### config.mk
export PLATFORM = sky130hd
export DESIGN_NAME = csr_file
export DESIGN_NICKNAME = d
export VERILOG_FILES = /design/src/hdl/csr_pkg.sv /design/src/hdl/csr_bus_if.sv /design/src/hdl/csr_access.sv /design/src/hdl/csr_trap_regs.sv /design/src/hdl/csr_timer_int.sv /design/src/hdl/csr_save_regs.sv /design/src/hdl/csr_file.sv
export SDC_FILE = /design/constraint.sdc
export NUM_CORES = 1
export LEC_CHECK = 0
export BUFFER_PORTS_ARGS = -buffer_cell sky130_fd_sc_hd__buf_2
export CORE_MARGIN = 1
export CORE_UTILIZATION = 40
export CTS_BUF_LIST = sky130_fd_sc_hd__clkbuf_2
export DETAILED_ROUTE_END_ITERATION = 10
export PLACE_DENSITY = 0.7
export SKIP_LAST_GASP = 1
export SLEW_MARGIN = 20
export SYNTH_ARGS = -nofsm -noshare
export SYNTH_HDL_FRONTEND = slang
export SYNTH_SLANG_ARGS = --single-unit
### constraint.sdc
create_clock -name clk -period 12.1 [get_ports clk]
set_clock_uncertainty 0.2 [all_clocks]
set_input_delay 1.21 -clock clk [delete_from_list [all_inputs] [get_ports clk]]
set_output_delay 1.21 -clock clk [all_outputs]
set_load 0.03 [all_outputs]
### src/hdl/csr_pkg.sv
// shared CSR numbers, field positions, codes and types for every module of the CSR file
package csr_pkg;

    typedef logic [13:0] csr_num_t;   // CSR register number
    typedef logic [31:0] csr_data_t;  // data or write mask word
    typedef logic [1:0]  plv_t;
    typedef logic [5:0]  ecode_t;
    typedef logic [8:0]  esubcode_t;
    typedef logic [12:0] int_vec_t;   // pending / enable vector

    // decoded register select, carried on the internal write bus
    typedef enum logic [3:0] {
        SEL_NONE, SEL_CRMD, SEL_PRMD, SEL_ECFG, SEL_ESTAT, SEL_ERA, SEL_BADV,
        SEL_EENTRY, SEL_SAVE0, SEL_SAVE1, SEL_SAVE2, SEL_SAVE3,
        SEL_TCFG, SEL_TVAL, SEL_TICLR
    } csr_sel_t;

    // register numbers
    localparam csr_num_t CSR_CRMD   = 14'h000;
    localparam csr_num_t CSR_PRMD   = 14'h001;
    localparam csr_num_t CSR_ECFG   = 14'h004;
    localparam csr_num_t CSR_ESTAT  = 14'h005;
    localparam csr_num_t CSR_ERA    = 14'h006;
    localparam csr_num_t CSR_BADV   = 14'h007;
    localparam csr_num_t CSR_EENTRY = 14'h00c;
    localparam csr_num_t CSR_SAVE0  = 14'h030;
    localparam csr_num_t CSR_SAVE1  = 14'h031;
    localparam csr_num_t CSR_SAVE2  = 14'h032;
    localparam csr_num_t CSR_SAVE3  = 14'h033;
    localparam csr_num_t CSR_TCFG   = 14'h041;
    localparam csr_num_t CSR_TVAL   = 14'h042;
    localparam csr_num_t CSR_TICLR  = 14'h044;

    localparam ecode_t    ECODE_ADE     = 6'h08;
    localparam ecode_t    ECODE_ALE     = 6'h09;
    localparam esubcode_t ESUBCODE_ADEF = 9'h000;  // fetch address error

    localparam int_vec_t  ECFG_LIE_MASK = 13'h1bff;       // bit 10 reserved
    localparam csr_data_t TIMER_IDLE    = 32'hffff_ffff;  // counter stopped

    // field positions, low bit of each field
    localparam int CRMD_PLV      = 0;
    localparam int CRMD_IE       = 2;
    localparam int PRMD_PPLV     = 0;
    localparam int PRMD_PIE      = 2;
    localparam int EENTRY_VA     = 6;
    localparam int TCFG_EN       = 0;
    localparam int TCFG_PERIODIC = 1;
    localparam int TCFG_INITV    = 2;
    localparam int TICLR_CLR     = 0;

    // masked bits come from value, the rest keep the old word
    function automatic csr_data_t masked_merge(csr_data_t old_val, csr_data_t mask,
                                               csr_data_t value);
        return (mask & value) | (~mask & old_val);
    endfunction

endpackage

### src/hdl/csr_bus_if.sv
// internal write bus from the access decoder to the parallel register blocks
interface csr_bus_if;

    logic              we;      // write strobe, one per accepted write
    csr_pkg::csr_sel_t sel;     // decoded target register
    csr_pkg::csr_data_t wmask;
    csr_pkg::csr_data_t wvalue;

    modport decoder (
        output we,
        output sel,
        output wmask,
        output wvalue
    );

    modport target (
        input we,
        input sel,
        input wmask,
        input wvalue
    );

endinterface

### src/hdl/csr_access.sv
// decodes the CSR number once, drives the write bus and muxes the read images back out
module csr_access (
    input  csr_pkg::csr_num_t  csr_num,
    input  logic               csr_we,
    input  csr_pkg::csr_data_t csr_wmask,
    input  csr_pkg::csr_data_t csr_wvalue,
    input  csr_pkg::csr_data_t crmd_rd,
    input  csr_pkg::csr_data_t prmd_rd,
    input  csr_pkg::csr_data_t estat_rd,
    input  csr_pkg::csr_data_t era_rd,
    input  csr_pkg::csr_data_t badv_rd,
    input  csr_pkg::csr_data_t eentry_rd,
    input  csr_pkg::csr_data_t ecfg_rd,
    input  csr_pkg::csr_data_t tcfg_rd,
    input  csr_pkg::csr_data_t tval_rd,
    input  csr_pkg::csr_data_t save0_rd,
    input  csr_pkg::csr_data_t save1_rd,
    input  csr_pkg::csr_data_t save2_rd,
    input  csr_pkg::csr_data_t save3_rd,
    output csr_pkg::csr_data_t csr_rvalue,
    csr_bus_if.decoder         bus
);
    csr_pkg::csr_sel_t sel;

    always_comb begin
        case (csr_num)
            csr_pkg::CSR_CRMD:   sel = csr_pkg::SEL_CRMD;
            csr_pkg::CSR_PRMD:   sel = csr_pkg::SEL_PRMD;
            csr_pkg::CSR_ECFG:   sel = csr_pkg::SEL_ECFG;
            csr_pkg::CSR_ESTAT:  sel = csr_pkg::SEL_ESTAT;
            csr_pkg::CSR_ERA:    sel = csr_pkg::SEL_ERA;
            csr_pkg::CSR_BADV:   sel = csr_pkg::SEL_BADV;
            csr_pkg::CSR_EENTRY: sel = csr_pkg::SEL_EENTRY;
            csr_pkg::CSR_SAVE0:  sel = csr_pkg::SEL_SAVE0;
            csr_pkg::CSR_SAVE1:  sel = csr_pkg::SEL_SAVE1;
            csr_pkg::CSR_SAVE2:  sel = csr_pkg::SEL_SAVE2;
            csr_pkg::CSR_SAVE3:  sel = csr_pkg::SEL_SAVE3;
            csr_pkg::CSR_TCFG:   sel = csr_pkg::SEL_TCFG;
            csr_pkg::CSR_TVAL:   sel = csr_pkg::SEL_TVAL;
            csr_pkg::CSR_TICLR:  sel = csr_pkg::SEL_TICLR;
            default:             sel = csr_pkg::SEL_NONE;
        endcase
    end

    assign bus.we     = csr_we;
    assign bus.sel    = sel;
    assign bus.wmask  = csr_wmask;
    assign bus.wvalue = csr_wvalue;

    always_comb begin
        case (sel)
            csr_pkg::SEL_CRMD:   csr_rvalue = crmd_rd;
            csr_pkg::SEL_PRMD:   csr_rvalue = prmd_rd;
            csr_pkg::SEL_ECFG:   csr_rvalue = ecfg_rd;
            csr_pkg::SEL_ESTAT:  csr_rvalue = estat_rd;
            csr_pkg::SEL_ERA:    csr_rvalue = era_rd;
            csr_pkg::SEL_BADV:   csr_rvalue = badv_rd;
            csr_pkg::SEL_EENTRY: csr_rvalue = eentry_rd;
            csr_pkg::SEL_SAVE0:  csr_rvalue = save0_rd;
            csr_pkg::SEL_SAVE1:  csr_rvalue = save1_rd;
            csr_pkg::SEL_SAVE2:  csr_rvalue = save2_rd;
            csr_pkg::SEL_SAVE3:  csr_rvalue = save3_rd;
            csr_pkg::SEL_TCFG:   csr_rvalue = tcfg_rd;
            csr_pkg::SEL_TVAL:   csr_rvalue = tval_rd;
            default:             csr_rvalue = '0;  // ticlr is write only
        endcase
    end

endmodule

### src/hdl/csr_trap_regs.sv
// privilege and trap state: CRMD, PRMD, ESTAT codes, ERA, BADV, EENTRY with entry and ertn
module csr_trap_regs (
    input  logic                clk,
    input  logic                resetn,
    input  logic                wb_ex,
    input  csr_pkg::ecode_t     wb_ecode,
    input  csr_pkg::esubcode_t  wb_esubcode,
    input  csr_pkg::csr_data_t  wb_pc,
    input  csr_pkg::csr_data_t  wb_vaddr,
    input  logic                ertn_flush,
    csr_bus_if.target           bus,
    input  csr_pkg::int_vec_t   est_is,
    output logic                crmd_ie,
    output csr_pkg::csr_data_t  crmd_rd,
    output csr_pkg::csr_data_t  prmd_rd,
    output csr_pkg::csr_data_t  estat_rd,
    output csr_pkg::csr_data_t  era_rd,
    output csr_pkg::csr_data_t  badv_rd,
    output csr_pkg::csr_data_t  eentry_rd
);
    csr_pkg::plv_t                  crmd_plv;
    csr_pkg::plv_t                  prmd_pplv;
    logic                           prmd_pie;
    csr_pkg::ecode_t                estat_ecode;
    csr_pkg::esubcode_t             estat_esubcode;
    csr_pkg::csr_data_t             era_pc;
    csr_pkg::csr_data_t             badv_vaddr;
    logic [31:csr_pkg::EENTRY_VA]   eentry_va;

    logic wr_crmd;
    logic wr_prmd;
    logic wr_era;
    logic wr_eentry;
    logic ex_addr_err;
    csr_pkg::csr_data_t crmd_wr;
    csr_pkg::csr_data_t prmd_wr;
    csr_pkg::csr_data_t era_wr;
    csr_pkg::csr_data_t eentry_wr;

    assign wr_crmd   = bus.we && bus.sel == csr_pkg::SEL_CRMD;
    assign wr_prmd   = bus.we && bus.sel == csr_pkg::SEL_PRMD;
    assign wr_era    = bus.we && bus.sel == csr_pkg::SEL_ERA;
    assign wr_eentry = bus.we && bus.sel == csr_pkg::SEL_EENTRY;

    // merged words, sliced into the fields below
    assign crmd_wr   = csr_pkg::masked_merge(crmd_rd, bus.wmask, bus.wvalue);
    assign prmd_wr   = csr_pkg::masked_merge(prmd_rd, bus.wmask, bus.wvalue);
    assign era_wr    = csr_pkg::masked_merge(era_rd, bus.wmask, bus.wvalue);
    assign eentry_wr = csr_pkg::masked_merge(eentry_rd, bus.wmask, bus.wvalue);

    // exception entry beats ertn, both beat a software write
    always_ff @(posedge clk) begin
        if (!resetn) begin
            crmd_plv <= '0;
            crmd_ie  <= 1'b0;
        end else if (wb_ex) begin
            crmd_plv <= '0;                  // trap handler runs at plv0
            crmd_ie  <= 1'b0;
        end else if (ertn_flush) begin
            crmd_plv <= prmd_pplv;
            crmd_ie  <= prmd_pie;
        end else if (wr_crmd) begin
            crmd_plv <= crmd_wr[csr_pkg::CRMD_PLV +: 2];
            crmd_ie  <= crmd_wr[csr_pkg::CRMD_IE];
        end
    end

    always_ff @(posedge clk) begin
        if (wb_ex) begin
            prmd_pplv      <= crmd_plv;      // save state for ertn
            prmd_pie       <= crmd_ie;
            era_pc         <= wb_pc;
            estat_ecode    <= wb_ecode;
            estat_esubcode <= wb_esubcode;
        end else begin
            if (wr_prmd) begin
                prmd_pplv <= prmd_wr[csr_pkg::PRMD_PPLV +: 2];
                prmd_pie  <= prmd_wr[csr_pkg::PRMD_PIE];
            end
            if (wr_era)
                era_pc <= era_wr;
        end
    end

    assign ex_addr_err = wb_ecode == csr_pkg::ECODE_ADE || wb_ecode == csr_pkg::ECODE_ALE;

    always_ff @(posedge clk) begin
        if (wb_ex && ex_addr_err)
            badv_vaddr <= (wb_ecode == csr_pkg::ECODE_ADE &&
                           wb_esubcode == csr_pkg::ESUBCODE_ADEF) ? wb_pc : wb_vaddr;
    end

    always_ff @(posedge clk) begin
        if (wr_eentry)
            eentry_va <= eentry_wr[31:csr_pkg::EENTRY_VA];
    end

    // da reads 1, pg / datf / datm read 0
    assign crmd_rd   = {23'b0, 2'b00, 2'b00, 1'b0, 1'b1, crmd_ie, crmd_plv};
    assign prmd_rd   = {29'b0, prmd_pie, prmd_pplv};
    assign estat_rd  = {1'b0, estat_esubcode, estat_ecode, 3'b0, est_is};
    assign era_rd    = era_pc;
    assign badv_rd   = badv_vaddr;
    assign eentry_rd = {eentry_va, 6'b0};  // 64-byte aligned entry

endmodule

### src/hdl/csr_timer_int.sv
// interrupt pending and enable (ECFG, ESTAT.IS), the TCFG/TVAL timer, TICLR and has_int
module csr_timer_int (
    input  logic               clk,
    input  logic               resetn,
    csr_bus_if.target          bus,
    input  logic [7:0]         hw_int_in,
    input  logic               ipi_int_in,
    input  logic               crmd_ie,
    output csr_pkg::int_vec_t  est_is,
    output logic               has_int,
    output csr_pkg::csr_data_t ecfg_rd,
    output csr_pkg::csr_data_t tcfg_rd,
    output csr_pkg::csr_data_t tval_rd
);
    csr_pkg::int_vec_t  ecfg_lie;
    logic [1:0]         is_sw;       // software interrupts
    logic [7:0]         is_hw;
    logic               is_timer;
    logic               is_ipi;
    logic               tcfg_en;
    logic               tcfg_periodic;
    logic [31:csr_pkg::TCFG_INITV] tcfg_initv;
    csr_pkg::csr_data_t timer_cnt;

    csr_pkg::csr_data_t ecfg_wr;
    csr_pkg::csr_data_t estat_wr;
    csr_pkg::csr_data_t tcfg_wr;
    logic               wr_tcfg;
    logic               ticlr_hit;

    assign ecfg_wr  = csr_pkg::masked_merge(ecfg_rd, bus.wmask, bus.wvalue);
    assign estat_wr = csr_pkg::masked_merge({19'b0, est_is}, bus.wmask, bus.wvalue);
    assign tcfg_wr  = csr_pkg::masked_merge(tcfg_rd, bus.wmask, bus.wvalue);  // tcfg after write
    assign wr_tcfg  = bus.we && bus.sel == csr_pkg::SEL_TCFG;
    assign ticlr_hit = bus.we && bus.sel == csr_pkg::SEL_TICLR &&
                       bus.wmask[csr_pkg::TICLR_CLR] && bus.wvalue[csr_pkg::TICLR_CLR];

    always_ff @(posedge clk) begin
        if (!resetn) begin
            ecfg_lie <= '0;
            is_sw    <= '0;
            is_hw    <= '0;
            is_ipi   <= 1'b0;
        end else begin
            if (bus.we && bus.sel == csr_pkg::SEL_ECFG)
                ecfg_lie <= ecfg_wr[12:0] & csr_pkg::ECFG_LIE_MASK;
            if (bus.we && bus.sel == csr_pkg::SEL_ESTAT)
                is_sw <= estat_wr[1:0];
            is_hw  <= hw_int_in;                // sampled every edge
            is_ipi <= ipi_int_in;
        end
    end

    // timer pending, zero count wins over a same-cycle clear
    always_ff @(posedge clk) begin
        if (!resetn)
            is_timer <= 1'b0;
        else if (timer_cnt == '0)
            is_timer <= 1'b1;
        else if (ticlr_hit)
            is_timer <= 1'b0;
    end

    always_ff @(posedge clk) begin
        if (!resetn)
            tcfg_en <= 1'b0;
        else if (wr_tcfg)
            tcfg_en <= tcfg_wr[csr_pkg::TCFG_EN];
    end

    always_ff @(posedge clk) begin
        if (wr_tcfg) begin
            tcfg_periodic <= tcfg_wr[csr_pkg::TCFG_PERIODIC];
            tcfg_initv    <= tcfg_wr[31:csr_pkg::TCFG_INITV];
        end
    end

    always_ff @(posedge clk) begin
        if (!resetn)
            timer_cnt <= csr_pkg::TIMER_IDLE;
        else if (wr_tcfg && tcfg_wr[csr_pkg::TCFG_EN])
            timer_cnt <= {tcfg_wr[31:csr_pkg::TCFG_INITV], 2'b00};  // start at initv*4
        else if (tcfg_en && timer_cnt != csr_pkg::TIMER_IDLE) begin
            if (timer_cnt == '0 && tcfg_periodic)
                timer_cnt <= {tcfg_initv, 2'b00};
            else
                timer_cnt <= timer_cnt - 32'd1;  // one-shot runs down to idle
        end
    end

    assign est_is  = {is_ipi, is_timer, 1'b0, is_hw, is_sw};
    assign has_int = (est_is & ecfg_lie) != '0 && crmd_ie;
    assign ecfg_rd = {19'b0, ecfg_lie};
    assign tcfg_rd = {tcfg_initv, tcfg_periodic, tcfg_en};
    assign tval_rd = timer_cnt;

endmodule

### src/hdl/csr_save_regs.sv
// four software scratch registers SAVE0 to SAVE3 with masked write
module csr_save_regs (
    input  logic               clk,
    csr_bus_if.target          bus,
    output csr_pkg::csr_data_t save0_rd,
    output csr_pkg::csr_data_t save1_rd,
    output csr_pkg::csr_data_t save2_rd,
    output csr_pkg::csr_data_t save3_rd
);
    csr_pkg::csr_data_t save_q [4];

    // only the addressed word takes the merged value
    always_ff @(posedge clk) begin
        if (bus.we) begin
            case (bus.sel)
                csr_pkg::SEL_SAVE0:
                    save_q[0] <= csr_pkg::masked_merge(save_q[0], bus.wmask, bus.wvalue);
                csr_pkg::SEL_SAVE1:
                    save_q[1] <= csr_pkg::masked_merge(save_q[1], bus.wmask, bus.wvalue);
                csr_pkg::SEL_SAVE2:
                    save_q[2] <= csr_pkg::masked_merge(save_q[2], bus.wmask, bus.wvalue);
                csr_pkg::SEL_SAVE3:
                    save_q[3] <= csr_pkg::masked_merge(save_q[3], bus.wmask, bus.wvalue);
                default: ;                   // other blocks own the rest
            endcase
        end
    end

    assign save0_rd = save_q[0];
    assign save1_rd = save_q[1];
    assign save2_rd = save_q[2];
    assign save3_rd = save_q[3];

endmodule

### src/hdl/csr_file.sv
// CSR file top level with plain access, trap and interrupt ports, connects decoder and blocks
module csr_file (
    input  logic               clk,
    input  logic               resetn,
    // csr instruction access
    input  csr_pkg::csr_num_t  csr_num,
    output csr_pkg::csr_data_t csr_rvalue,
    input  logic               csr_we,
    input  csr_pkg::csr_data_t csr_wmask,
    input  csr_pkg::csr_data_t csr_wvalue,
    // trap from writeback
    input  logic               wb_ex,
    input  csr_pkg::ecode_t    wb_ecode,
    input  csr_pkg::esubcode_t wb_esubcode,
    input  csr_pkg::csr_data_t wb_pc,
    input  csr_pkg::csr_data_t wb_vaddr,
    input  logic               ertn_flush,
    // interrupt sources
    input  logic [7:0]         hw_int_in,
    input  logic               ipi_int_in,
    output logic               has_int
);
    csr_pkg::csr_data_t crmd_rd;
    csr_pkg::csr_data_t prmd_rd;
    csr_pkg::csr_data_t estat_rd;
    csr_pkg::csr_data_t era_rd;
    csr_pkg::csr_data_t badv_rd;
    csr_pkg::csr_data_t eentry_rd;
    csr_pkg::csr_data_t ecfg_rd;
    csr_pkg::csr_data_t tcfg_rd;
    csr_pkg::csr_data_t tval_rd;
    csr_pkg::csr_data_t save0_rd;
    csr_pkg::csr_data_t save1_rd;
    csr_pkg::csr_data_t save2_rd;
    csr_pkg::csr_data_t save3_rd;
    csr_pkg::int_vec_t  est_is;
    logic               crmd_ie;

    csr_bus_if csr_bus ();

    csr_access i_access (
        .csr_num    (csr_num),
        .csr_we     (csr_we),
        .csr_wmask  (csr_wmask),
        .csr_wvalue (csr_wvalue),
        .crmd_rd    (crmd_rd),
        .prmd_rd    (prmd_rd),
        .estat_rd   (estat_rd),
        .era_rd     (era_rd),
        .badv_rd    (badv_rd),
        .eentry_rd  (eentry_rd),
        .ecfg_rd    (ecfg_rd),
        .tcfg_rd    (tcfg_rd),
        .tval_rd    (tval_rd),
        .save0_rd   (save0_rd),
        .save1_rd   (save1_rd),
        .save2_rd   (save2_rd),
        .save3_rd   (save3_rd),
        .csr_rvalue (csr_rvalue),
        .bus        (csr_bus.decoder)
    );

    csr_trap_regs i_trap_regs (
        .clk         (clk),
        .resetn      (resetn),
        .wb_ex       (wb_ex),
        .wb_ecode    (wb_ecode),
        .wb_esubcode (wb_esubcode),
        .wb_pc       (wb_pc),
        .wb_vaddr    (wb_vaddr),
        .ertn_flush  (ertn_flush),
        .bus         (csr_bus.target),
        .est_is      (est_is),
        .crmd_ie     (crmd_ie),
        .crmd_rd     (crmd_rd),
        .prmd_rd     (prmd_rd),
        .estat_rd    (estat_rd),
        .era_rd      (era_rd),
        .badv_rd     (badv_rd),
        .eentry_rd   (eentry_rd)
    );

    csr_timer_int i_timer_int (
        .clk        (clk),
        .resetn     (resetn),
        .bus        (csr_bus.target),
        .hw_int_in  (hw_int_in),
        .ipi_int_in (ipi_int_in),
        .crmd_ie    (crmd_ie),
        .est_is     (est_is),
        .has_int    (has_int),
        .ecfg_rd    (ecfg_rd),
        .tcfg_rd    (tcfg_rd),
        .tval_rd    (tval_rd)
    );

    csr_save_regs i_save_regs (
        .clk      (clk),
        .bus      (csr_bus.target),
        .save0_rd (save0_rd),
        .save1_rd (save1_rd),
        .save2_rd (save2_rd),
        .save3_rd (save3_rd)
    );

endmodule

After elaboration in Yosys (flattened, before gate mapping):

Memories as Yosys holds them, arrays and structs flattened.
Index checks and enable logic that the tools add are counted.

* $add $sub $neg: 1
* equality and inequality tests: 30
* muxes and demuxes: 39
* bitwise logic cells: 26
* reduce and logical (&&, ||, !) cells: 30

Operator list (number)
* one-hot mux 32 bit (13 select lines): 1
* two-way mux 32 bit: 9
* bitwise AND 32 bit: 8
* OR 32 bit: 7
* OR reduction 32 bit: 3
* equality test 14 x 3 -> 1 bit (second input constant): 4
* equality test 14 x 6 -> 1 bit (second input constant): 4
* one-hot mux 4 bit (14 select lines): 1
* equality test 14 x 7 -> 1 bit (second input constant): 3
* zero test 32 bit: 1
* != test 32 bit (second input constant): 1
* inverter 32 bit: 1
* subtractor 32 x 1 -> 32 bit (second input constant): 1
* equality test 4 bit (second input constant): 7
* bitwise AND 13 bit: 2
* two-way mux 1 bit: 21
* equality test 4 x 3 -> 1 bit (second input constant): 4
* logical AND 1 bit: 16
* equality test 14 x 1 -> 1 bit (second input constant): 1
* equality test 14 x 4 -> 1 bit (second input constant): 1
* zero test 14 bit: 1
* two-way mux 2 bit: 7
* OR 13 bit: 1
* nonzero test 13 bit: 1
* 12 further kinds: 20

* bits in registers: 199
* bits in writable memories: 128
* bits of input ports: 171
* output and inout port bits: 33
* word-level logic and storage cells: 145
* memories kept: 1

Memory list
* i_save_regs.save_q: words 4, bits a word 32, read ports 4, clocked after Yosys merged registers in 0, wr ports 1, RTL line csr_save_regs.sv:10 `csr_pkg::csr_data_t save_q [4];`

Longest topological paths before layout:

* word-level depth: 10
* depth in mapped cells: 10
* mapped depth without buffers: 8

Modules after synthesis:

Synthesis repeated with hierarchy kept, for this count alone.

* cell total of the unflattened synthesis: 1859
* area total of the unflattened synthesis: 19623.8 µm²

By module, submodules not included
* csr_trap_regs: times used 1, cells an instance 447, area each 5605.4 µm², sequential area each 3303.2 µm²
* csr_timer_int: times used 1, cells an instance 488, area each 4971.0 µm², sequential area each 2072.0 µm²
* csr_save_regs: times used 1, cells an instance 343, area each 4847.1 µm², sequential area each 3843.7 µm²
* csr_access: times used 1, cells an instance 581, area each 4200.3 µm², sequential area each 0.0 µm²

Least setup slack after synthesis:

Ideal clock, no wire load.

* kind: input to output
* from: input port csr_num[0]
* to: output port csr_rvalue[17]
* arrival time: 3506 ps
* data required time: 10690 ps
* slack: 7184 ps
* stages: 9
* cell sequence: buf_2 > or4b_1 > a311o_1 > a31o_2 > nor4_1 > buf_2 > buf_2 > nand2_1 > o2111ai_1

* longest elaborated chain between the ends: 4
* elaborated cells on any way between the ends: 29
* those cells by class: 26 x eq/ne; 2 x mux; 1 x reduce/logical

Ends and longest elaborated chain
* start: declaration: RTL line csr_file.sv:6 `input csr_pkg::csr_num_t csr_num,`
* equality test 14 x 7 -> 1 bit (tied with other cells): RTL line csr_access.sv:26 `case (csr_num)`
* one-hot mux 4 bit (14 select lines) *: RTL line csr_access.sv:26
* equality test 4 bit (tied with other cells): RTL line csr_access.sv:51 `case (sel)`
* one-hot mux 32 bit (13 select lines) *: RTL line csr_access.sv:51
* end: declaration: RTL line csr_file.sv:7 `output csr_pkg::csr_data_t csr_rvalue,`

Mark *: on every way between the ends. The rest lies on a longest branch, timed or not.

Worst setup path after layout:

* from: input port csr_num[9]
* to: output port csr_rvalue[31]

The elaborated chain is that of the path after synthesis.

==> impl_metrics.yaml <==
outcome:
  status: "finished, final reports clean"
clock_network:
  numCtsBuffers: 84
  post_cts_buffers: 0
  cts-resized-gates: 0
  clk_pin_slew_ps: 100
  clock_latency_ps: 1000
  cts.htree.levels: 3
  cts_hold_buf: 0
  clock-root-buffer: "clkbuf_2"
  clkSinkCount: 327
  cts_tree: "done"
  clk_path_buf_depth: 3
placement:
  port_buffers: 203
  gp_congestion: 0.875
  hpwl_microns: 35500
yosys:
  synth_ff_type: "edfxtp_1"
  synthTopCellsByArea: "edfxtp_1 (48%), dfxtp_1 (7.1%), and3_1 (5.0%)"
  muxShareOfSynthArea: 0.0438
  yosysSeqAreaShare: 0.548
  synth_top_area_frac: 0.476
  synth.most_common_cell: "edfxtp_1"
  ys_seq_elements: 327
  synth_enable_flop_cells: 267
  netlist_instances: 1552
  synthTopCellsByCount: "edfxtp_1 (267), nand2_1 (139), and3_1 (135), clkbuf_1 (105), o21ai_0 (85)"
  synth_top_family_by_area: "compound AO/OA/AOI/OAI gates"
  synth_fp_nets: 1726
  yosys.area.top_type: "edfxtp_1"
  avgSynthCellArea_sq_um: 10.8
  synth-adder-area-share: 0.00223
  ys_types: 81
  synth_area_sq_um: 16800
  synth_xor_xnor_area_share: 0.000520
  synth-warning-count: 0
  yosys.area_share.simple: 0.173
  async_flop_share: 0
  synth_compound_area_frac: 0.181
floorplanning:
  pin_count: 204
  rows: 74
  die_y_microns: 207
  core_sq_um: 41200
  dieArea_sq_um: 42900
  dieWidth_microns: 207
  initial_core_util: 0.409
critical_path:
  cp_top_family: "simple AND/OR/NAND/NOR gates"
  rrSetupSlack_ps: 8310
  criticalPathCategory: "input pin to primary output"
  critPathLaunchType: "input pin"
  rr_startpoint: "i_timer_int.tval_rd[5]"
  crit_fanout: 6
  required_ps: 10690
  crit_top_cell: "buf_2"
  crit_arrival_ps: 5040
  crit_start: "csr_num[9]"
  crit_chain: "buf_2 > nor4_1 > nand3_1 > a2111o_1 > nor3_2 > nand2_1 > o211ai_1 > buf_2"
  crit_slowest_cell: "nor4_1"
  worst-path-stages: 8
  r2r-end: "i_timer_int.tval_rd[27]"
  cp-end-kind: "primary output"
  crit_buf_inv: 2
  reg2reg_depth: 7
  crit_end: "csr_rvalue[31]"
  cpPeakStageDelay_ps: 780
drt:
  dr.pass1.iters: 7
  drtIter0Drc: 1459
  drc_errors: 0
  vias: 14200
  drtAntennaViolNets: 0
  vias_per_cell: 6.12
  wire_per_inst_microns: 23.5
  routed_wl_microns: 54800
timing:
  hold_ws_ps: 201
  layout_min_cycle_time_ps: 6450
  setup_tns_ps: 0
  setup_viol: 0
  max_freq_mhz: 155
  slew_headroom: 0.198
  tightest_slew_ps: 1190
  post-route-period-util: 0.533
  rsz0062_at_grt: "false"
  drv_slew: 0
  hold_viol: 0
global_routing:
  grt_pass1_wl_microns: 82000
  met3_usage: 0.0622
  grt_antenna_before_repair: 5
  grt_pass1_vias: 13900
  grt_max_degree: 85
  grt_overflow: 0
  top_usage_layer: "met2"
  use_met2: 0.406
  grt_use_total: 0.251
  grt_use_met1: 0.323
power:
  p_leak_nw: 7.62
  vdd_drop_max_uv: 58.8
  powerDensity_nw_per_um2: 112
worst_hold_path:
  hp-class: "input pin to flip-flop"
final_layout:
  multiInputGateArea_sq_um: 6870
  area_growth_pct: 12.8
  drive_gt1_frac: 0.243
  regArea_sq_um: 9220
  fin_util: 0.461
  fillers: 3861
  nets: 1900
flow_run:
  maxCapViolations: 0
## area by class of cell
| class | instances | share of cell area |
|---|---|---|
| clock buffers | 132 | 0.0348 |
| repair buffers | 224 | 0.0621 |
| flip-flops and latches | 327 | 0.486 |
| multi-input cells | 1006 | 0.362 |
| inverters | 83 | 0.0164 |
| clock inverters | 18 | 0.00376 |
| diodes | 5 | 0.000659 |
| well taps | 532 | 0.0351 |
## how the worst min path moves through the flow
stage	from	endpoint	depth (start not counted)
final	wb_esubcode[4]	i_trap_regs.estat_esubcode[4]	1
after global routing	wb_ecode[5]	i_trap_regs.estat_ecode[5]	1
after floorplan	flip-flop	flip-flop	2
after global placement	flip-flop	flip-flop	2
after detailed placement	flip-flop	flip-flop	2
after CTS	wb_ecode[5]	i_trap_regs.estat_ecode[5]	1
## routing by layer
metal / wire length, microns / vias up / share of wire
met3: 5150 / 123 / 0.094
met1: 22200 / 6899 / 0.41
met2: 25600 / 802 / 0.47
li1: - / 6413 / -
met4: 1800 / 0 / 0.033
met5: 0 / - / 0
## cell families (layout without fill, tap and decap cells)
kind of cell | count (synthesis) | count (layout)
muxes | 69 | 69
buffers and inverters | 219 | 457
adders and majority gates | 3 | 3
and+or+nand+nor | 524 | 524
AOI/OAI and AO/OA | 409 | 409
xor gates and xnor gates | 1 | 1
DFF | 327 | 327
other | 0 | 5
## cell usage in the layout (no fill, tap or decap), drive strengths merged, types with 26 or more instances in the layout
cell,n
edfxtp,267
buf,224
nand2,139
and3,135
clkbuf,132
o21ai,87
inv,85
dfxtp,60
and2,47
a21oi,45
a222oi,39
nor2,39
mux2,37
nand3,36
a21o,33
mux2i,32
o21a,29
nand4,27
a22oi,26
## power breakdown
group | total [W] | switching, W | internal, W
registers | 0.00124 | 0.00000717 | 0.00123
logic | 0.000129 | 0.0000827 | 0.0000460
clock network | 0.000754 | 0.000469 | 0.000285
total | 0.00212 | 0.000559 | 0.00156
## through the flow
| stage | instance area [sq um] | setup slack [ps] | cells | total power, W |
|---|---|---|---|---|
| final | 19000 | 5650 | 2327 | 0.00212 |
| after global routing | 19000 | 5580 | 2325 | 0.00221 |
| after CTS | 19000 | 5740 | 2322 | 0.00214 |
| after detailed placement | 18200 | 5770 | 2172 | 0.00139 |
| after global placement | 18200 | 5660 | 2172 | 0.00139 |
| after floorplan | 16800 | 7180 | 1552 | 0.00132 |
No activity file was read; power rests on OpenSTA's default activity.
